**config.mk**
```make
export PLATFORM = sky130hd
export DESIGN_NAME = icache_tag_array
export DESIGN_NICKNAME = d
export VERILOG_FILES = /design/src/icache_geom_pkg.sv /design/src/icache_dpsram.sv /design/src/icache_tag_array.sv
export SDC_FILE = /design/constraint.sdc
export NUM_CORES = 2
export LEC_CHECK = 0
export BUFFER_PORTS_ARGS = -buffer_cell sky130_fd_sc_hd__buf_2
export CORE_UTILIZATION = 40
export DETAILED_ROUTE_END_ITERATION = 8
export MAX_ROUTING_LAYER = met4
export SLEW_MARGIN = 30
export SYNTH_ARGS = -nofsm -noshare
export SYNTH_HDL_FRONTEND = slang
export SYNTH_SLANG_ARGS = --single-unit
export TNS_END_PERCENT = 30
```
**constraint.sdc**
```tcl
create_clock -name clk -period 5.1 [get_ports clk]
set_input_delay 0.765 -clock clk [delete_from_list [all_inputs] [get_ports clk]]
set_output_delay 0.765 -clock clk [all_outputs]
set_load 0.01 [all_outputs]
```
**src/icache_geom_pkg.sv**
```systemverilog
package icache_geom_pkg;

    // two ways of 64 sets, 16-word blocks
    localparam int way_num     = 2;
    localparam int block_words = 16;
    localparam int set_num     = 64;
    localparam int index_w     = 6;
    localparam int tag_w       = 20;

    // data RAM holds one aligned instruction pair per word
    localparam int pair_w      = 64;
    localparam int pair_depth  = 512;
    localparam int pair_addr_w = $clog2(pair_depth);

    typedef struct packed {
        logic             valid;
        logic [tag_w-1:0] tag;
    } tag_entry_t;

    // one physical address, read as a fetch or as a maintenance operand
    typedef union packed {
        struct packed {
            logic [tag_w-1:0]   tag;
            logic [index_w-1:0] index;
            logic [2:0]         pair;
            logic [2:0]         offset;
        } fetch;
        struct packed {
            logic [30:0] upper;
            // way select for the single-way invalidate
            logic        way_sel;
        } cacop;
    } icache_addr_u;

endpackage

```
**src/icache_dpsram.sv**
```systemverilog
module icache_dpsram #(
    parameter int data_w = 32,
    parameter int depth  = 64
) (
    input  logic                     clk,
    input  logic                     rst_n,
    input  logic [$clog2(depth)-1:0] rd_addr_i,
    output logic [data_w-1:0]        rd_data_o,
    input  logic                     wr_en_i,
    input  logic [$clog2(depth)-1:0] wr_addr_i,
    input  logic [data_w-1:0]        wr_data_i,
    output logic [data_w-1:0]        wr_rd_data_o
);

    logic [data_w-1:0] mem [depth];

    // read-only port, old data on a same-row write
    always_ff @(posedge clk) begin
        rd_data_o <= mem[rd_addr_i];
    end

    // read/write port returns what it writes
    always_ff @(posedge clk) begin
        if (wr_en_i) begin
            mem[wr_addr_i] <= wr_data_i;
            wr_rd_data_o   <= wr_data_i;
        end else begin
            wr_rd_data_o <= mem[wr_addr_i];
        end
    end

    a_wr_addr_known: assert property (
        @(posedge clk) disable iff (!rst_n)
        wr_en_i |-> !$isunknown(wr_addr_i)
    );

endmodule

```
**src/icache_tag_array.sv**
```systemverilog
module icache_tag_array (
    input  logic                                clk,
    input  logic                                rst_n,
    input  logic [icache_geom_pkg::index_w-1:0] lookup_index_i,
    input  logic [icache_geom_pkg::tag_w-1:0]   lookup_tag_i,
    input  logic [icache_geom_pkg::index_w-1:0] wr_index_i,
    input  logic [icache_geom_pkg::way_num-1:0] wr_way_i,
    input  icache_geom_pkg::tag_entry_t         wr_entry_i,
    output logic [icache_geom_pkg::way_num-1:0] tag_hit_o
);
    import icache_geom_pkg::*;

    logic             conflict_q;
    logic [tag_w-1:0] lookup_tag_q;

    // write row equals read row, take the write port readback
    always_ff @(posedge clk) begin
        if (!rst_n) begin
            conflict_q <= 1'b0;
        end else begin
            conflict_q <= (lookup_index_i == wr_index_i);
        end
    end

    always_ff @(posedge clk) begin
        lookup_tag_q <= lookup_tag_i;
    end

    for (genvar w = 0; w < way_num; w++) begin : g_way
        tag_entry_t rd_entry;
        tag_entry_t wb_entry;
        tag_entry_t cur_entry;

        icache_dpsram #(
            .data_w($bits(tag_entry_t)),
            .depth (set_num)
        ) i_tag_ram (
            .clk         (clk),
            .rst_n       (rst_n),
            .rd_addr_i   (lookup_index_i),
            .rd_data_o   (rd_entry),
            .wr_en_i     (wr_way_i[w]),
            .wr_addr_i   (wr_index_i),
            .wr_data_i   (wr_entry_i),
            .wr_rd_data_o(wb_entry)
        );

        assign cur_entry    = conflict_q ? wb_entry : rd_entry;
        assign tag_hit_o[w] = cur_entry.valid && (cur_entry.tag == lookup_tag_q);
    end

    // a block is only ever resident in one way
    a_hit_onehot: assert property (
        @(posedge clk) disable iff (!rst_n)
        $onehot0(tag_hit_o)
    );

endmodule

```
== Word level (Yosys, flattened, before mapping) ==
Memories as Yosys holds them, arrays and structs flattened. A register that Yosys moved wholly into a read port is not among the register bits.
Index checks and enable logic that the tools add are counted.

* Register bits: 21
* RAM bits: 2688
* Bits of input ports: 57
* Output and inout bits: 2
* Memories: 2

{| class="wikitable"
|+ Memories
! name !! words !! bits a word !! read ports !! clocked after Yosys merged registers in !! wr ports !! RTL line !! source
|-
| g_way[0].i_tag_ram.mem || 64 || 21 || 2 || 2 || 1 || icache_dpsram.sv:15 || <nowiki>logic [data_w-1:0] mem [depth];</nowiki>
|-
| g_way[1].i_tag_ram.mem || 64 || 21 || 2 || 2 || 1 || icache_dpsram.sv:15 ||
|}

* Eq/ne operators: 3
* Mux-type cells: 6
* Reduce and logical (&&, ||, !) cells: 2

{| class="wikitable"
|+ Operator list
! cell !! number
|-
| 21-bit 2-to-1 mux || 2
|-
| 20-bit equality test || 2
|-
| 6-bit equality test || 1
|-
| 1-bit 2-to-1 mux || 4
|-
| 1-bit logical AND || 2
|}

== Longest topological paths before layout ==
* Depth in word-level cells: 3
* Depth in mapped cells: 16

== By module ==
Synthesis repeated with hierarchy kept, for this count alone.

* Cells, all modules: 6489
* Area, all modules: 127871.4 um^2

{| class="wikitable"
|+ Modules (own cells, without submodules)
! module !! times used !! cells each !! area each (um^2)
|-
| icache_dpsram || 2 || 3177 || 63230.6
|-
| icache_tag_array || 1 || 135 || 1410.1
|}

== Worst setup path before layout ==
No wires, ideal clock.

* Path kind: register to output
* Start: reg (tool-made name)
* End: out tag_hit_o[1] (netlist bit)
* Arrival time: 3340 ps
* Data required time: 4335 ps
* Path slack: 995 ps
* Stages on the path, launching flop included: 14
* Path buffers: 5
* Path through: dfxtp_1 > buf_4 > buf_6 > buf_4 > buf_4 > buf_2 > mux4_2 > a22oi_1 > nand3_1 > a221oi_1 > xnor2_1 > o311ai_0 > o41a_1 > a2111oi_2

{| class="wikitable"
|+ RTL lines
! item !! RTL line !! source
|-
| end: declaration || icache_tag_array.sv:9 || <nowiki>output logic [icache_geom_pkg::way_num-1:0] tag_hit_o</nowiki>
|}

==> qor.yml <==
failed_checks: "setup timing"
irDropWorstVdd_mv: 0.2417
synth_warnings: 0
status: "complete, but fails checks"
drt-total-wl_um: 449400
synth_area_leaders: "edfxtp_1 64%, mux4_2 27%, mux2i_1 1.5%"
areaGrowthSynthToFinish_pct: 16.56
cp.arrival_ns: 5.05
placed_area_um2: 136100
place.gp.congestion: 1.039
stdcell_count: 10790
cts_root_buffer: "clkbuf_16"
crit_fanout: 13
synth_most_common_cell: "edfxtp_1"
slew_violations: 0
antenna_found_initial: 43
grt_pass1_wl_um: 610100
leakage_nw: 46.15
drive_gt1_share_pct: 42.64
fp.dieH_um: 563.9
clk_pin_slew_ns: 0.07
hold_path_class: "in2reg"
hold_viol: 0
max_slew_margin_pct: 22.27
setup_slack_ns: -0.7107
synth_edf_count: 2688
grt_pass1_vias: 72130
drt_drc_violations_left: 0
grt_usage_pct: 29.10
synthFlopType: "edfxtp_1"
rows: 205
grt-ovfl-total: 0
synth_area_um2: 126300
yosys.area.top_type: "edfxtp_1"
clkLatencyLatePin_ns: 0.89
cts_made_buffers: 294
startpoint_type: "flip-flop"
design_area_um2: 147200
powerDensity_nw_per_um2: 348.3
viasPerCell: 6.758
max-clock-path-buffers: 4
wl_per_cell_um: 41.66
worstMarginPinSlew_ns: 1.161
cts-htree-levels: 5
crit_required_ns: 4.34
rsz0062_at_grt: "true"
setup_viol: 2
post-route-min-period_ns: 5.811
cts_tree: "built"
vias: 72910
coreArea_um2: 312900
cts_sinks: 2757
synth_cells: 5875
synth_top_area_share_pct: 63.91
die_x_um: 563.9
async_reset_ff_share_pct: 0
syn-num-nets: 5932
synth_cell_types: 66
setup.worst_path.end_class: "primary output"
initial_core_util_pct: 40.36
max_freq_mhz: 172.1
synth_commonest_cells: "2,688 x edfxtp_1, 1,529 x mux4_2, 229 x clkbuf_1"
nets: 6457
ys_ff_latch: 2757
io_pins: 59
path_class: "reg2out"
yosysSeqAreaShare_pct: 65.01
dr.pass1.iters: 6
grt_max_degree: 99
drt_iter0_markers: 11740
die_area_um2: 318000
dp_cells: 10140
drv_cap: 0
io_buffer_count: 58
postSynthAreaPerCell_um2: 21.50
dp_hpwl_um: 281000
post-route-period-util_pct: 113.9
finalClockSkew_ns: 0.04628
ant_nets: 0
worst max-delay path, cell delays in order, from the launching register on:
cell,delay [ns]
dfxtp_4,0.49
buf_4,0.43
nor2b_4,0.22
buf_4,0.24
a22oi_1,0.37
nand3_1,0.32
nand3_1,0.19
xor2_1,0.17
o211ai_1,0.28
or4_4,0.60
a2111oi_4,0.49
buf_4,0.19
buf_6,0.09
state kept, by name, indices dropped and copies added (netlist names), named ones only:
| signal | flops |
|---|---|
| conflict_q | 1 |
| g_way.i_tag_ram.mem | 2688 |
| g_way.i_tag_ram.rd_data_o | 42 |
| lookup_tag_q | 20 |
kinds of logic after synthesis:
logic type	Yosys count	share of synthesized area [%]
AOI/OAI and AO/OA	355	2.044
xor gates and xnor gates	72	0.4993
buffers and inverters	483	1.826
DFF	2757	65.01
muxes	1734	28.91
and+or+nand+nor	474	1.712
final cells by class:
class	instances	area, um^2
repair buffers	692	7311
diodes	35	87.58
well taps	4140	5180
clock inverters	146	1438
multi-input cells	2635	43170
flip-flops and latches	2757	82120
inverters	20	88.84
clock buffers	364	7810
fillers	25560	165700
through the flow:
stage	TNS (ns)	utilization, %	worst slack, ns	power, mW	hold WS, ns
final	-1.415	47.04	-0.7107	51.27	0.1062
after global routing	-1.440	47.04	-0.7226	52.34	0.1036
after CTS	-1.382	46.83	-0.6934	51.27	0.06738
after detailed placement	-0.7360	43.49	-0.4368	30.23	0.8686
after global placement	-0.9147	43.37	-0.6102	30.19	0.8683
after floorplan	0	-	0.9952	28.12	0.7927
layer usage:
layer	up-vias	routed length, um	GRT usage [%]
met5	-	0	-
met4	0	22050	12.58
met3	883	55350	8.011
met2	4927	205300	42.75
met1	40050	166700	38.05
li1	27050	-	-
layout by cell type, fill, tap and decap left out, types with 15 or more instances in the layout:
cell type / instances
buf_4: 479
clkbuf_16: 303
dfxtp_1: 62
o22ai_1: 34
nand4_1: 19
clkinv_2: 38
diode_2: 35
a32oi_1: 26
nand2_1: 151
o21ai_0: 36
nor2_1: 33
nand3_1: 33
buf_6: 21
inv_1: 15
clkbuf_1: 60
mux2i_1: 178
nor2_4: 127
a22oi_1: 76
mux2_2: 22
buf_12: 101
xnor2_1: 42
a21oi_1: 38
mux4_2: 1529
a221oi_1: 26
buf_2: 29
dlygate4sd3_1: 18
xor2_1: 27
buf_16: 27
clkinv_1: 58
bufinv_16: 25
edfxtp_1: 2688
report_power, final:
group          switching (mW)  total, mW  internal [mW]
logic                    2.82       4.83           2.01
registers               0.155       25.2           25.1
clock network            9.07       21.2           12.2
path summary, 6_finish.rpt:
check        slack (ns)                                startpoint  depth (start not counted)                                        to
max               -0.71                                 flip-flop                         12                              tag_hit_o[0]
min                0.11                             wr_index_i[0]                          1                                 flip-flop
max reg2reg        2.50  g_way[0].i_tag_ram.mem[19][11]$_DFFE_PP_                          4  g_way[0].i_tag_ram.rd_data_o[11]$_DFF_P_
min reg2reg        0.99   g_way[0].i_tag_ram.mem[51][8]$_DFFE_PP_                          3   g_way[0].i_tag_ram.rd_data_o[8]$_DFF_P_
repair_timing:
item / CTS / global route
hold endpoints to repair: 18 / 0
pin swaps: 16 / 17
buffers inserted: 39 / 36
endpoints found under the setup margin: 2 / 2
resized for setup: 79 / 36
hold buffers: 18 / 0
cloned: 10 / 1
(Power assumes the default switching activity.)
