## src/icache_geom_pkg.sv

```systemverilog
package icache_geom_pkg;

    // two ways of 64 sets, 16-word blocks
    localparam int way_num     = 2;
    localparam int block_words = 16;
    localparam int set_num     = 64;
    localparam int index_w     = 6;
    localparam int tag_w       = 20;

    // data RAM holds one aligned instruction pair per word
    localparam int pair_w      = 64;
    localparam int pair_depth  = 512;
    localparam int pair_addr_w = $clog2(pair_depth);

    typedef struct packed {
        logic             valid;
        logic [tag_w-1:0] tag;
    } tag_entry_t;

    // one physical address, read as a fetch or as a maintenance operand
    typedef union packed {
        struct packed {
            logic [tag_w-1:0]   tag;
            logic [index_w-1:0] index;
            logic [2:0]         pair;
            logic [2:0]         offset;
        } fetch;
        struct packed {
            logic [30:0] upper;
            // way select for the single-way invalidate
            logic        way_sel;
        } cacop;
    } icache_addr_u;

endpackage

```

## src/icache_bus_pkg.sv

```systemverilog
package icache_bus_pkg;

    // every refill moves one whole block
    localparam int burst_beats = icache_geom_pkg::block_words;
    localparam int beat_cnt_w  = 5;

    // index-invalidate codes from commit
    localparam logic [1:0] cacop_inv_way0 = 2'd0;
    localparam logic [1:0] cacop_inv_way1 = 2'd1;
    localparam logic [1:0] cacop_inv_both = 2'd2;

    typedef enum logic [1:0] {
        st_idle,
        st_miss_req,
        st_miss_beats,
        st_hold
    } refill_state_e;

endpackage

```

## src/icache_refill_fsm.sv

```systemverilog
module icache_refill_fsm (
    input  logic                                    clk,
    input  logic                                    rst_n,
    input  logic                                    flush_i,
    input  logic                                    fetch_valid_i,
    input  logic [31:0]                             fetch_pc_i,
    output logic                                    fetch_ready_o,
    output logic                                    inst_valid_o,
    output logic [icache_geom_pkg::pair_w-1:0]      inst_pair_o,
    output logic [31:0]                             inst_pc_o,
    input  logic                                    inst_ready_i,
    output logic                                    mem_req_o,
    output logic [31:0]                             mem_addr_o,
    input  logic                                    mem_ack_i,
    input  logic                                    mem_beat_valid_i,
    input  logic [31:0]                             mem_beat_i,
    input  logic                                    cacop_valid_i,
    input  logic [1:0]                              cacop_op_i,
    input  logic [31:0]                             cacop_addr_i,
    output logic                                    cacop_ready_o,
    output icache_geom_pkg::icache_addr_u           lookup_addr_o,
    input  logic [icache_geom_pkg::way_num-1:0]     tag_hit_i,
    input  logic [icache_geom_pkg::pair_w-1:0]      hit_pair_i,
    output logic [icache_geom_pkg::index_w-1:0]     tag_wr_index_o,
    output logic [icache_geom_pkg::way_num-1:0]     tag_wr_way_o,
    output icache_geom_pkg::tag_entry_t             tag_wr_entry_o,
    output logic [icache_geom_pkg::pair_addr_w-1:0] data_wr_addr_o,
    output logic [icache_geom_pkg::way_num-1:0]     data_wr_way_o,
    output logic [icache_geom_pkg::pair_w-1:0]      data_wr_pair_o
);
    import icache_geom_pkg::*;
    import icache_bus_pkg::*;

    refill_state_e          state_q;
    logic                   req_valid_q;
    icache_addr_u           req_q;
    icache_addr_u           cacop_a;
    logic [index_w:0]       sweep_cnt_q;
    logic [set_num-1:0]     victim_q;
    logic [beat_cnt_w-1:0]  beat_cnt_q;
    logic [31:0]            half_q;
    logic [pair_w-1:0]      out_pair_q;
    logic                   wr_pend_q;
    logic                   wr_last_q;
    logic [pair_addr_w-1:0] wr_addr_q;
    logic [way_num-1:0]     wr_way_q;
    logic [pair_w-1:0]      wr_pair_q;
    logic [way_num-1:0]     cacop_way;
    logic                   sweep_done;
    logic                   idle;
    logic                   hit;
    logic                   cacop_take;
    logic                   fetch_take;
    logic                   miss_start;
    logic                   beat_take;
    logic                   last_beat;

    // tag sweep after reset keeps the cache closed
    assign sweep_done = sweep_cnt_q[index_w];
    assign idle       = (state_q == st_idle) && sweep_done;
    assign hit        = |tag_hit_i;
    assign cacop_a    = cacop_addr_i;

    // maintenance wins over fetch in the same cycle
    assign cacop_ready_o = idle && !req_valid_q && !wr_pend_q;
    assign cacop_take    = cacop_valid_i && cacop_ready_o;
    assign fetch_ready_o = idle && !flush_i && !cacop_take &&
                           (!req_valid_q || (hit && inst_ready_i));
    assign fetch_take    = fetch_valid_i && fetch_ready_o;

    assign miss_start = idle && req_valid_q && !hit && !flush_i;
    assign beat_take  = (state_q == st_miss_beats) && mem_beat_valid_i;
    assign last_beat  = beat_take && (beat_cnt_q == beat_cnt_w'(burst_beats - 1));

    assign lookup_addr_o = fetch_take ? {fetch_pc_i[31:3], 3'b000} : req_q;

    assign inst_valid_o = (state_q == st_hold) || (idle && req_valid_q && hit);
    assign inst_pair_o  = (state_q == st_hold) ? out_pair_q : hit_pair_i;
    assign inst_pc_o    = req_q;

    assign mem_req_o  = (state_q == st_miss_req) || miss_start;
    assign mem_addr_o = {req_q.fetch.tag, req_q.fetch.index, 6'd0};

    always_comb begin
        case (cacop_op_i)
            cacop_inv_way0, cacop_inv_way1: cacop_way = way_num'(1) << cacop_a.cacop.way_sel;
            cacop_inv_both:                 cacop_way = '1;
            default:                        cacop_way = '0;
        endcase
    end

    // tag port: sweep, then maintenance, then refill tag
    always_comb begin
        tag_wr_index_o = wr_addr_q[pair_addr_w-1 -: index_w];
        tag_wr_way_o   = wr_last_q ? wr_way_q : '0;
        tag_wr_entry_o = '{valid: 1'b1, tag: req_q.fetch.tag};
        if (!sweep_done) begin
            tag_wr_index_o = sweep_cnt_q[index_w-1:0];
            tag_wr_way_o   = '1;
            tag_wr_entry_o = '0;
        end else if (cacop_take) begin
            tag_wr_index_o = cacop_a.fetch.index;
            tag_wr_way_o   = cacop_way;
            tag_wr_entry_o = '0;
        end
    end

    assign data_wr_addr_o = wr_addr_q;
    assign data_wr_way_o  = wr_pend_q ? wr_way_q : '0;
    assign data_wr_pair_o = wr_pair_q;

    always_ff @(posedge clk) begin
        if (!rst_n) begin
            state_q     <= st_idle;
            req_valid_q <= 1'b0;
            sweep_cnt_q <= '0;
            victim_q    <= '0;
            beat_cnt_q  <= '0;
            wr_pend_q   <= 1'b0;
            wr_last_q   <= 1'b0;
        end else begin
            // a pair is written the cycle after its odd beat
            wr_pend_q <= beat_take && beat_cnt_q[0];
            wr_last_q <= last_beat;
            if (!sweep_done) begin
                sweep_cnt_q <= sweep_cnt_q + 1'b1;
            end
            if (beat_take) begin
                beat_cnt_q <= last_beat ? '0 : beat_cnt_q + 1'b1;
            end
            if (last_beat) begin
                victim_q[req_q.fetch.index] <= !victim_q[req_q.fetch.index];
            end
            if (flush_i) begin
                req_valid_q <= 1'b0;
            end else if (fetch_take) begin
                req_valid_q <= 1'b1;
            end else if (inst_valid_o && inst_ready_i) begin
                req_valid_q <= 1'b0;
            end
            case (state_q)
                st_idle: begin
                    if (miss_start) begin
                        state_q <= mem_ack_i ? st_miss_beats : st_miss_req;
                    end else if (inst_valid_o && !inst_ready_i && !flush_i) begin
                        state_q <= st_hold;
                    end
                end
                st_miss_req: begin
                    if (mem_ack_i) begin
                        state_q <= st_miss_beats;
                    end
                end
                st_miss_beats: begin
                    // a flushed request finishes the block without output
                    if (last_beat) begin
                        state_q <= (req_valid_q && !flush_i) ? st_hold : st_idle;
                    end
                end
                default: begin
                    if (inst_ready_i || flush_i) begin
                        state_q <= st_idle;
                    end
                end
            endcase
        end
    end

    always_ff @(posedge clk) begin
        if (fetch_take) begin
            req_q <= {fetch_pc_i[31:3], 3'b000};
        end
        if (beat_take) begin
            if (!beat_cnt_q[0]) begin
                half_q <= mem_beat_i;
            end
            wr_addr_q <= {req_q.fetch.index, beat_cnt_q[3:1]};
            wr_way_q  <= way_num'(1) << victim_q[req_q.fetch.index];
            wr_pair_q <= {mem_beat_i, half_q};
        end
        // grab the requested pair as it streams past
        if (beat_take && beat_cnt_q[0] && (beat_cnt_q[3:1] == req_q.fetch.pair)) begin
            out_pair_q <= {mem_beat_i, half_q};
        end else if (state_q == st_idle && inst_valid_o && !inst_ready_i) begin
            out_pair_q <= hit_pair_i;
        end
    end

    a_req_until_ack: assert property (
        @(posedge clk) disable iff (!rst_n)
        mem_req_o && !mem_ack_i |=> mem_req_o
    );

endmodule

```

## config.mk

```make
export PLATFORM = sky130hd
export DESIGN_NAME = icache_refill_fsm
export DESIGN_NICKNAME = d
export VERILOG_FILES = /design/src/icache_geom_pkg.sv /design/src/icache_bus_pkg.sv /design/src/icache_refill_fsm.sv
export SDC_FILE = /design/constraint.sdc
export NUM_CORES = 1
export LEC_CHECK = 0
export BUFFER_PORTS_ARGS = -buffer_cell sky130_fd_sc_hd__buf_2
export CAP_MARGIN = 10
export CORE_AREA = 4 4 169 171
export CTS_BUF_LIST = sky130_fd_sc_hd__clkbuf_4 sky130_fd_sc_hd__clkbuf_8 sky130_fd_sc_hd__clkbuf_16
export DETAILED_ROUTE_END_ITERATION = 7
export DIE_AREA = 0 0 173 175
export PLACE_DENSITY_LB_ADDON = 0.1
export RECOVER_POWER = 50
export SLEW_MARGIN = 20
export SYNTH_ARGS = -nofsm -noshare
export SYNTH_HDL_FRONTEND = slang
export SYNTH_SLANG_ARGS = --single-unit
```

## constraint.sdc

```tcl
create_clock -name clk -period 9.88 [get_ports clk]
set_input_delay 0.988 -clock clk [delete_from_list [all_inputs] [get_ports clk]]
set_output_delay 0.988 -clock clk [all_outputs]
set_load 0.02 [all_outputs]
```

## After elaboration in Yosys (flattened, before gate mapping)

Cells that the tools add are included.

- Register bits after elaboration: 284
- Input port bits: 172
- Output and inout bits: 268
- Logic and storage cells: 107

- Add/sub/neg operators: 2
- $lt $le $gt $ge: 2
- Equal/unequal tests: 10
- Shift operators: 2
- Multiplexer cells: 30
- Bitwise operators: 2
- Reductions and logical operators: 45

Operators by type and width:

| cell | number |
|---|---|
| 64-bit 2-to-1 mux | 3 |
| 64-bit bitwise mux | 1 |
| 21-bit 2-to-1 mux | 2 |
| 32-bit 2-to-1 mux | 1 |
| 1-bit logical AND | 24 |
| 2-bit 2-to-1 mux | 11 |
| 6-bit 2-to-1 mux | 2 |
| 7-bit by 1-bit adder with 7-bit output, second input constant | 1 |
| 1-bit zero test | 7 |
| 6-bit by 7-bit less-than comparator with 1-bit output, second input constant | 1 |
| 7-bit 2-to-1 mux | 1 |
| 1-bit binary-select mux with 6-bit select | 1 |
| 1-bit demux with 6-bit select | 1 |
| 2-bit == test, second input constant | 3 |
| 6-bit by 1-bit >= comparator with 1-bit output, second input constant | 1 |
| 2-bit case mux with 3 select lines | 1 |
| 2-bit OR reduction | 3 |
| 5-bit by 1-bit adder with 5-bit output, second input constant | 1 |
| 5-bit by 4-bit == test with 1-bit output, second input constant | 1 |
| 5-bit 2-to-1 mux | 1 |
| 2-bit by 1-bit == test with 1-bit output, second input constant | 2 |
| 2-bit zero test | 2 |
| 1-bit logical OR | 4 |
| 1-bit 2-to-1 mux | 4 |
| 10 further kinds | 14 |

## Depth between registers and ports, before layout

- Depth in word-level cells: 10
- Mapped depth: 9
- Mapped depth without buffers: 6

## Worst setup path before layout

No wires, ideal clock.

- Kind: input to register
- From: input mem_beat_valid_i
- To: register victim_q[45]
- Library setup time: 0.076 ns
- Data arrival time: 4.477 ns
- Required time: 9.804 ns
- Slack: 5.327 ns
- Stages on the path: 8
- Path buffers: 2
- Cell sequence: nand3b_1 > inv_1 > buf_1 > nand4_1 > clkbuf_1 > nor2_1 > nand2_1 > o22ai_1

- Longest elaborated chain between the ends: 2

RTL lines:

| element | line | source |
|---|---|---|
| start: declaration | icache_refill_fsm.sv:15 | `input logic mem_beat_valid_i,` |
| 1-bit logical AND | icache_refill_fsm.sv:72 | `assign beat_take = (state_q == st_miss_beats) && mem_beat_valid_i;` |
| 1-bit logical AND | icache_refill_fsm.sv:73 | `assign last_beat = beat_take && (beat_cnt_q == beat_cnt_w'(burst_beats - 1));` |
| end signal: indexed assignment | icache_refill_fsm.sv:132 | `victim_q[req_q.fetch.index] <= !victim_q[req_q.fetch.index];` |
| end: declaration | icache_refill_fsm.sv:39 | `logic [set_num-1:0] victim_q;` |

No other way between the ends.
A chain may end at the register's enable or synchronous reset.

## Worst setup path in the final report

- From: register state_q[1]
- To: register beat_cnt_q[3]

- Longest elaborated chain between the ends: 4

RTL lines:

| element | line | source |
|---|---|---|
| start: declaration | icache_refill_fsm.sv:34 | `refill_state_e state_q;` |
| start signal: assignment | icache_refill_fsm.sv:114 | `state_q <= st_idle;` |
| start signal: assignment | icache_refill_fsm.sv:144 | `state_q <= mem_ack_i ? st_miss_beats : st_miss_req;` |
| start signal: assignment | icache_refill_fsm.sv:146 | `state_q <= st_hold;` |
| 2-bit == test * | icache_refill_fsm.sv:72 |  |
| 1-bit logical AND * | icache_refill_fsm.sv:72 |  |
| 1-bit logical AND | icache_refill_fsm.sv:73 |  |
| 5-bit 2-to-1 mux | icache_refill_fsm.sv:129 | `beat_cnt_q <= last_beat ? '0 : beat_cnt_q + 1'b1;` |
| end signal: assignment | icache_refill_fsm.sv:129 |  |
| end: declaration | icache_refill_fsm.sv:40 | `logic [beat_cnt_w-1:0] beat_cnt_q;` |

Mark *: on every way between the ends. The rest lies on a longest branch, timed or not.

==> results by group <==
Global routing
  – Grt ovf: 0
  – Most Crowded Layer GR: met2
  – Largest net degree at the start of global routing: 73
  – First-pass GRT wire length: 53.3 mm
  – GR Layer Usage met2: 0.385
  – Initial antenna violation count: 5
  – M3 GR Usage: 0.0474
  – Met1 Use GR: 0.274
  – Gr usage total: 0.220
  – Number of global-route vias before repair: 8793

Die
  – Die Y: 175 µm
  – Die W: 173 µm
  – IO Pins: 440
  – Starting Density: 0.468
  – Die area: 30300 µm²
  – Core footprint: 26900 µm²
  – Cell Rows: 60

Drt
  – Routed Wire Length: 35.5 mm
  – Via density per instance: 5.34
  – Initial DRT Pass Iterations: 5
  – Initial DRC Count: 614
  – Post-route ant nets: 0
  – Routed wire per std cell: 20.8 µm
  – Remaining DRCs: 0
  – Via count: 9115

Timing
  – Fin crit period: 5.49 ns
  – Fin Setup TNS: 0 ns
  – WHS: 0.443 ns
  – RSZ-0062 raised after global routing: no
  – Least-Margin Pin Slew: 4.44 ns
  – Fmax: 182 MHz
  – Post-route clock period utilization: 0.556
  – Clk_skew: 0.0111 ns
  – Slew headroom: -1.96
  – Final hold vios: 0
  – Slew Limit Fails: 257
  – Final Setup Violations: 0

Layout
  – Area grow syn2layout: 21.8%
  – Share of cells above drive strength 1: 0.327
  – Multi-input logic area: 4480 µm²
  – Most frequent cells in the layout: buf_2, clkbuf_1, edfxtp_1
  – Net count, final: 1514
  – Core Util, Final: 0.569
  – Most common cell after layout, fill and taps aside: buf_2
  – Final std cells w/o fill: 1708
  – Storage cell area: 7400 µm²
  – Cell area after layout: 15300 µm²
  – FILL cells: 2399

Yosys
  – Ys async rst share: 0
  – Post-synth cell types: 62
  – Ys flop type: edfxtp_1
  – Post-synth EDFFs: 171
  – Synth Instances: 984
  – Synth Register Bits: 284
  – Syn Area/Cell: 12.8 µm²
  – Seq/Total Area, Yosys: 0.589
  – Synthesized cell area: 12600 µm²
  – Yosys warns: 0

Pwr
  – Flop pwr share: 0.475
  – Sw Share: 0.235
  – Switching power: 0.651 mW
  – Clock share of power: 0.431
  – Pwr Density: 181 nW/µm²
  – Power Internal: 2.12 mW
  – Logic pwr share: 0.094
  – VDD IR max: 0.000148 V
  – Leakage: 5.80 nW

Setup path
  – Worst EP arrival: 5.92 ns
  – Crit path required time: 10.30 ns
  – Crit end category: register
  – Kind of start point of the critical path: register
  – Critical Path Fanout Max: 72
  – Crit path kind: register to register

Outcome
  – Status: finished, violations left
  – Failing checks: capacitance limit, slew limit

Clock tree
  – Post-cts resize count: 0
  – CTS Hold Buffers Added: 0
  – CTS tree: done
  – H-tree depth: 1
  – Clock-pin slew on the worst setup and hold paths: 0.06 ns
  – Worst-Skew Late Latency: 0.54 ns
  – CTS Buffer Depth: 3
  – Clock sink total: 284
  – Num CTS Buffers: 30
  – Setup bufs post-CTS: 0
  – Root Driver: clkbuf_16

Placed design
  – IO Port Bufs: 405
  – GP Congestion: 0.840
  – Cells after DPL: 1648
  – Final HPWL DP: 24.6 mm
  – Placed cell areas: 14600 µm²

Run
  – Maxcap violations: 5

Worst hold path
  – Hold Path Class: register to register
through the flow:
step | power [mW] | worst slack (ns)
finish | 2.77 | 4.39
detailed placement | 1.61 | 5.59
floorplan | 1.51 | 5.33
CTS | 2.81 | 5.80
global route | 2.87 | 3.91
global placement | 1.61 | 5.62
worst max-delay path, cell delays in order (launching register included):
cell and delay, ns:
dfxtp_1 0.51, nand3b_1 0.31, clkinvlp_2 0.60, clkbuf_1 3.15, nand4_1 0.35, xnor2_1 0.26
and3_1 0.17
registers in the layout (all words and copies together) (netlist names):
| name | count |
|---|---|
| data_wr_pair_o | 64 |
| out_pair_q | 64 |
| victim_q | 64 |
| half_q | 32 |
| inst_pc_o | 32 |
| data_wr_addr_o | 9 |
| sweep_cnt_q | 7 |
| beat_cnt_q | 5 |
| state_q | 2 |
| wr_way_q | 2 |
| req_valid_q | 1 |
| wr_last_q | 1 |
| wr_pend_q | 1 |
routing by layer:
| metal | vias up | part of all wire |
|---|---|---|
| li1 | 4339 | - |
| met1 | 4399 | 0.40 |
| met2 | 303 | 0.50 |
| met3 | 70 | 0.061 |
| met4 | 4 | 0.030 |
| met5 | - | 0.00076 |
power by group through the flow:
stage	Sequential (mW)	Clock [mW]	Combinational, mW
detailed placement	1.34	0	0.277
global route	1.32	1.27	0.279
CTS	1.31	1.22	0.278
global placement	1.34	0	0.275
floorplan	1.35	0	0.158
finish	1.31	1.19	0.260
cells in the mapped netlist, drive strengths merged (7+ instances only):
| master | n | area share |
|---|---|---|
| o21ai | 48 | 0.019 |
| nand3b | 11 | 0.0066 |
| nand4 | 10 | 0.0050 |
| buf | 55 | 0.032 |
| a21boi | 14 | 0.0084 |
| nor3 | 8 | 0.0032 |
| mux2 | 158 | 0.15 |
| edfxtp | 171 | 0.41 |
| and2 | 13 | 0.0065 |
| o211ai | 29 | 0.017 |
| o22ai | 26 | 0.013 |
| mux4 | 8 | 0.014 |
| mux2i | 18 | 0.014 |
| and3 | 29 | 0.015 |
| nand3 | 19 | 0.0076 |
| nand2 | 74 | 0.023 |
| clkbuf | 44 | 0.013 |
| a21oi | 11 | 0.0044 |
| inv | 7 | 0.0021 |
| dfxtp | 113 | 0.18 |
| nor2 | 49 | 0.015 |
| nor2b | 10 | 0.0050 |
final cells by class:
type | count | share of cell area
Multi-Input combinational cell | 598 | 0.293
Timing Repair Buffer | 418 | 0.124
Clock inverter | 21 | 0.0162
Tap cell | 341 | 0.0279
Sequential cell | 284 | 0.483
Clock buffer | 35 | 0.0531
Antenna cell | 3 | 0.000491
Inverter | 8 | 0.00204
worst paths after layout:
check / from / cells after the start / to / slack [ns]
worst max-delay path: state_q[1]$_SDFFE_PN0P_ / 6 / beat_cnt_q[3]$_SDFFE_PN0N_ / 4.39
worst min-delay path: half_q[25]$_DFFE_PP_ / 0 / data_wr_pair_o[25]$_DFFE_PN_ / 0.44
worst max register to register: state_q[1]$_SDFFE_PN0P_ / 6 / beat_cnt_q[3]$_SDFFE_PN0N_ / 4.39
worst min register to register: half_q[25]$_DFFE_PP_ / 0 / data_wr_pair_o[25]$_DFFE_PN_ / 0.44
cell families (layout without fill, tap and decap cells):
kind of cell	after synthesis	count (layout)	share of synthesized area
flip-flops	284	284	0.589
buffers and inverters	107	482	0.0473
other	1	9	0.000298
XOR/XNOR	8	8	0.00558
AO/OA/AOI/OAI	146	146	0.0742
AND/OR/NAND/NOR	252	252	0.104
adder cells (fa/ha/maj)	2	2	0.00199
multiplexers	184	184	0.178
No activity file was read; power rests on OpenSTA's default activity.
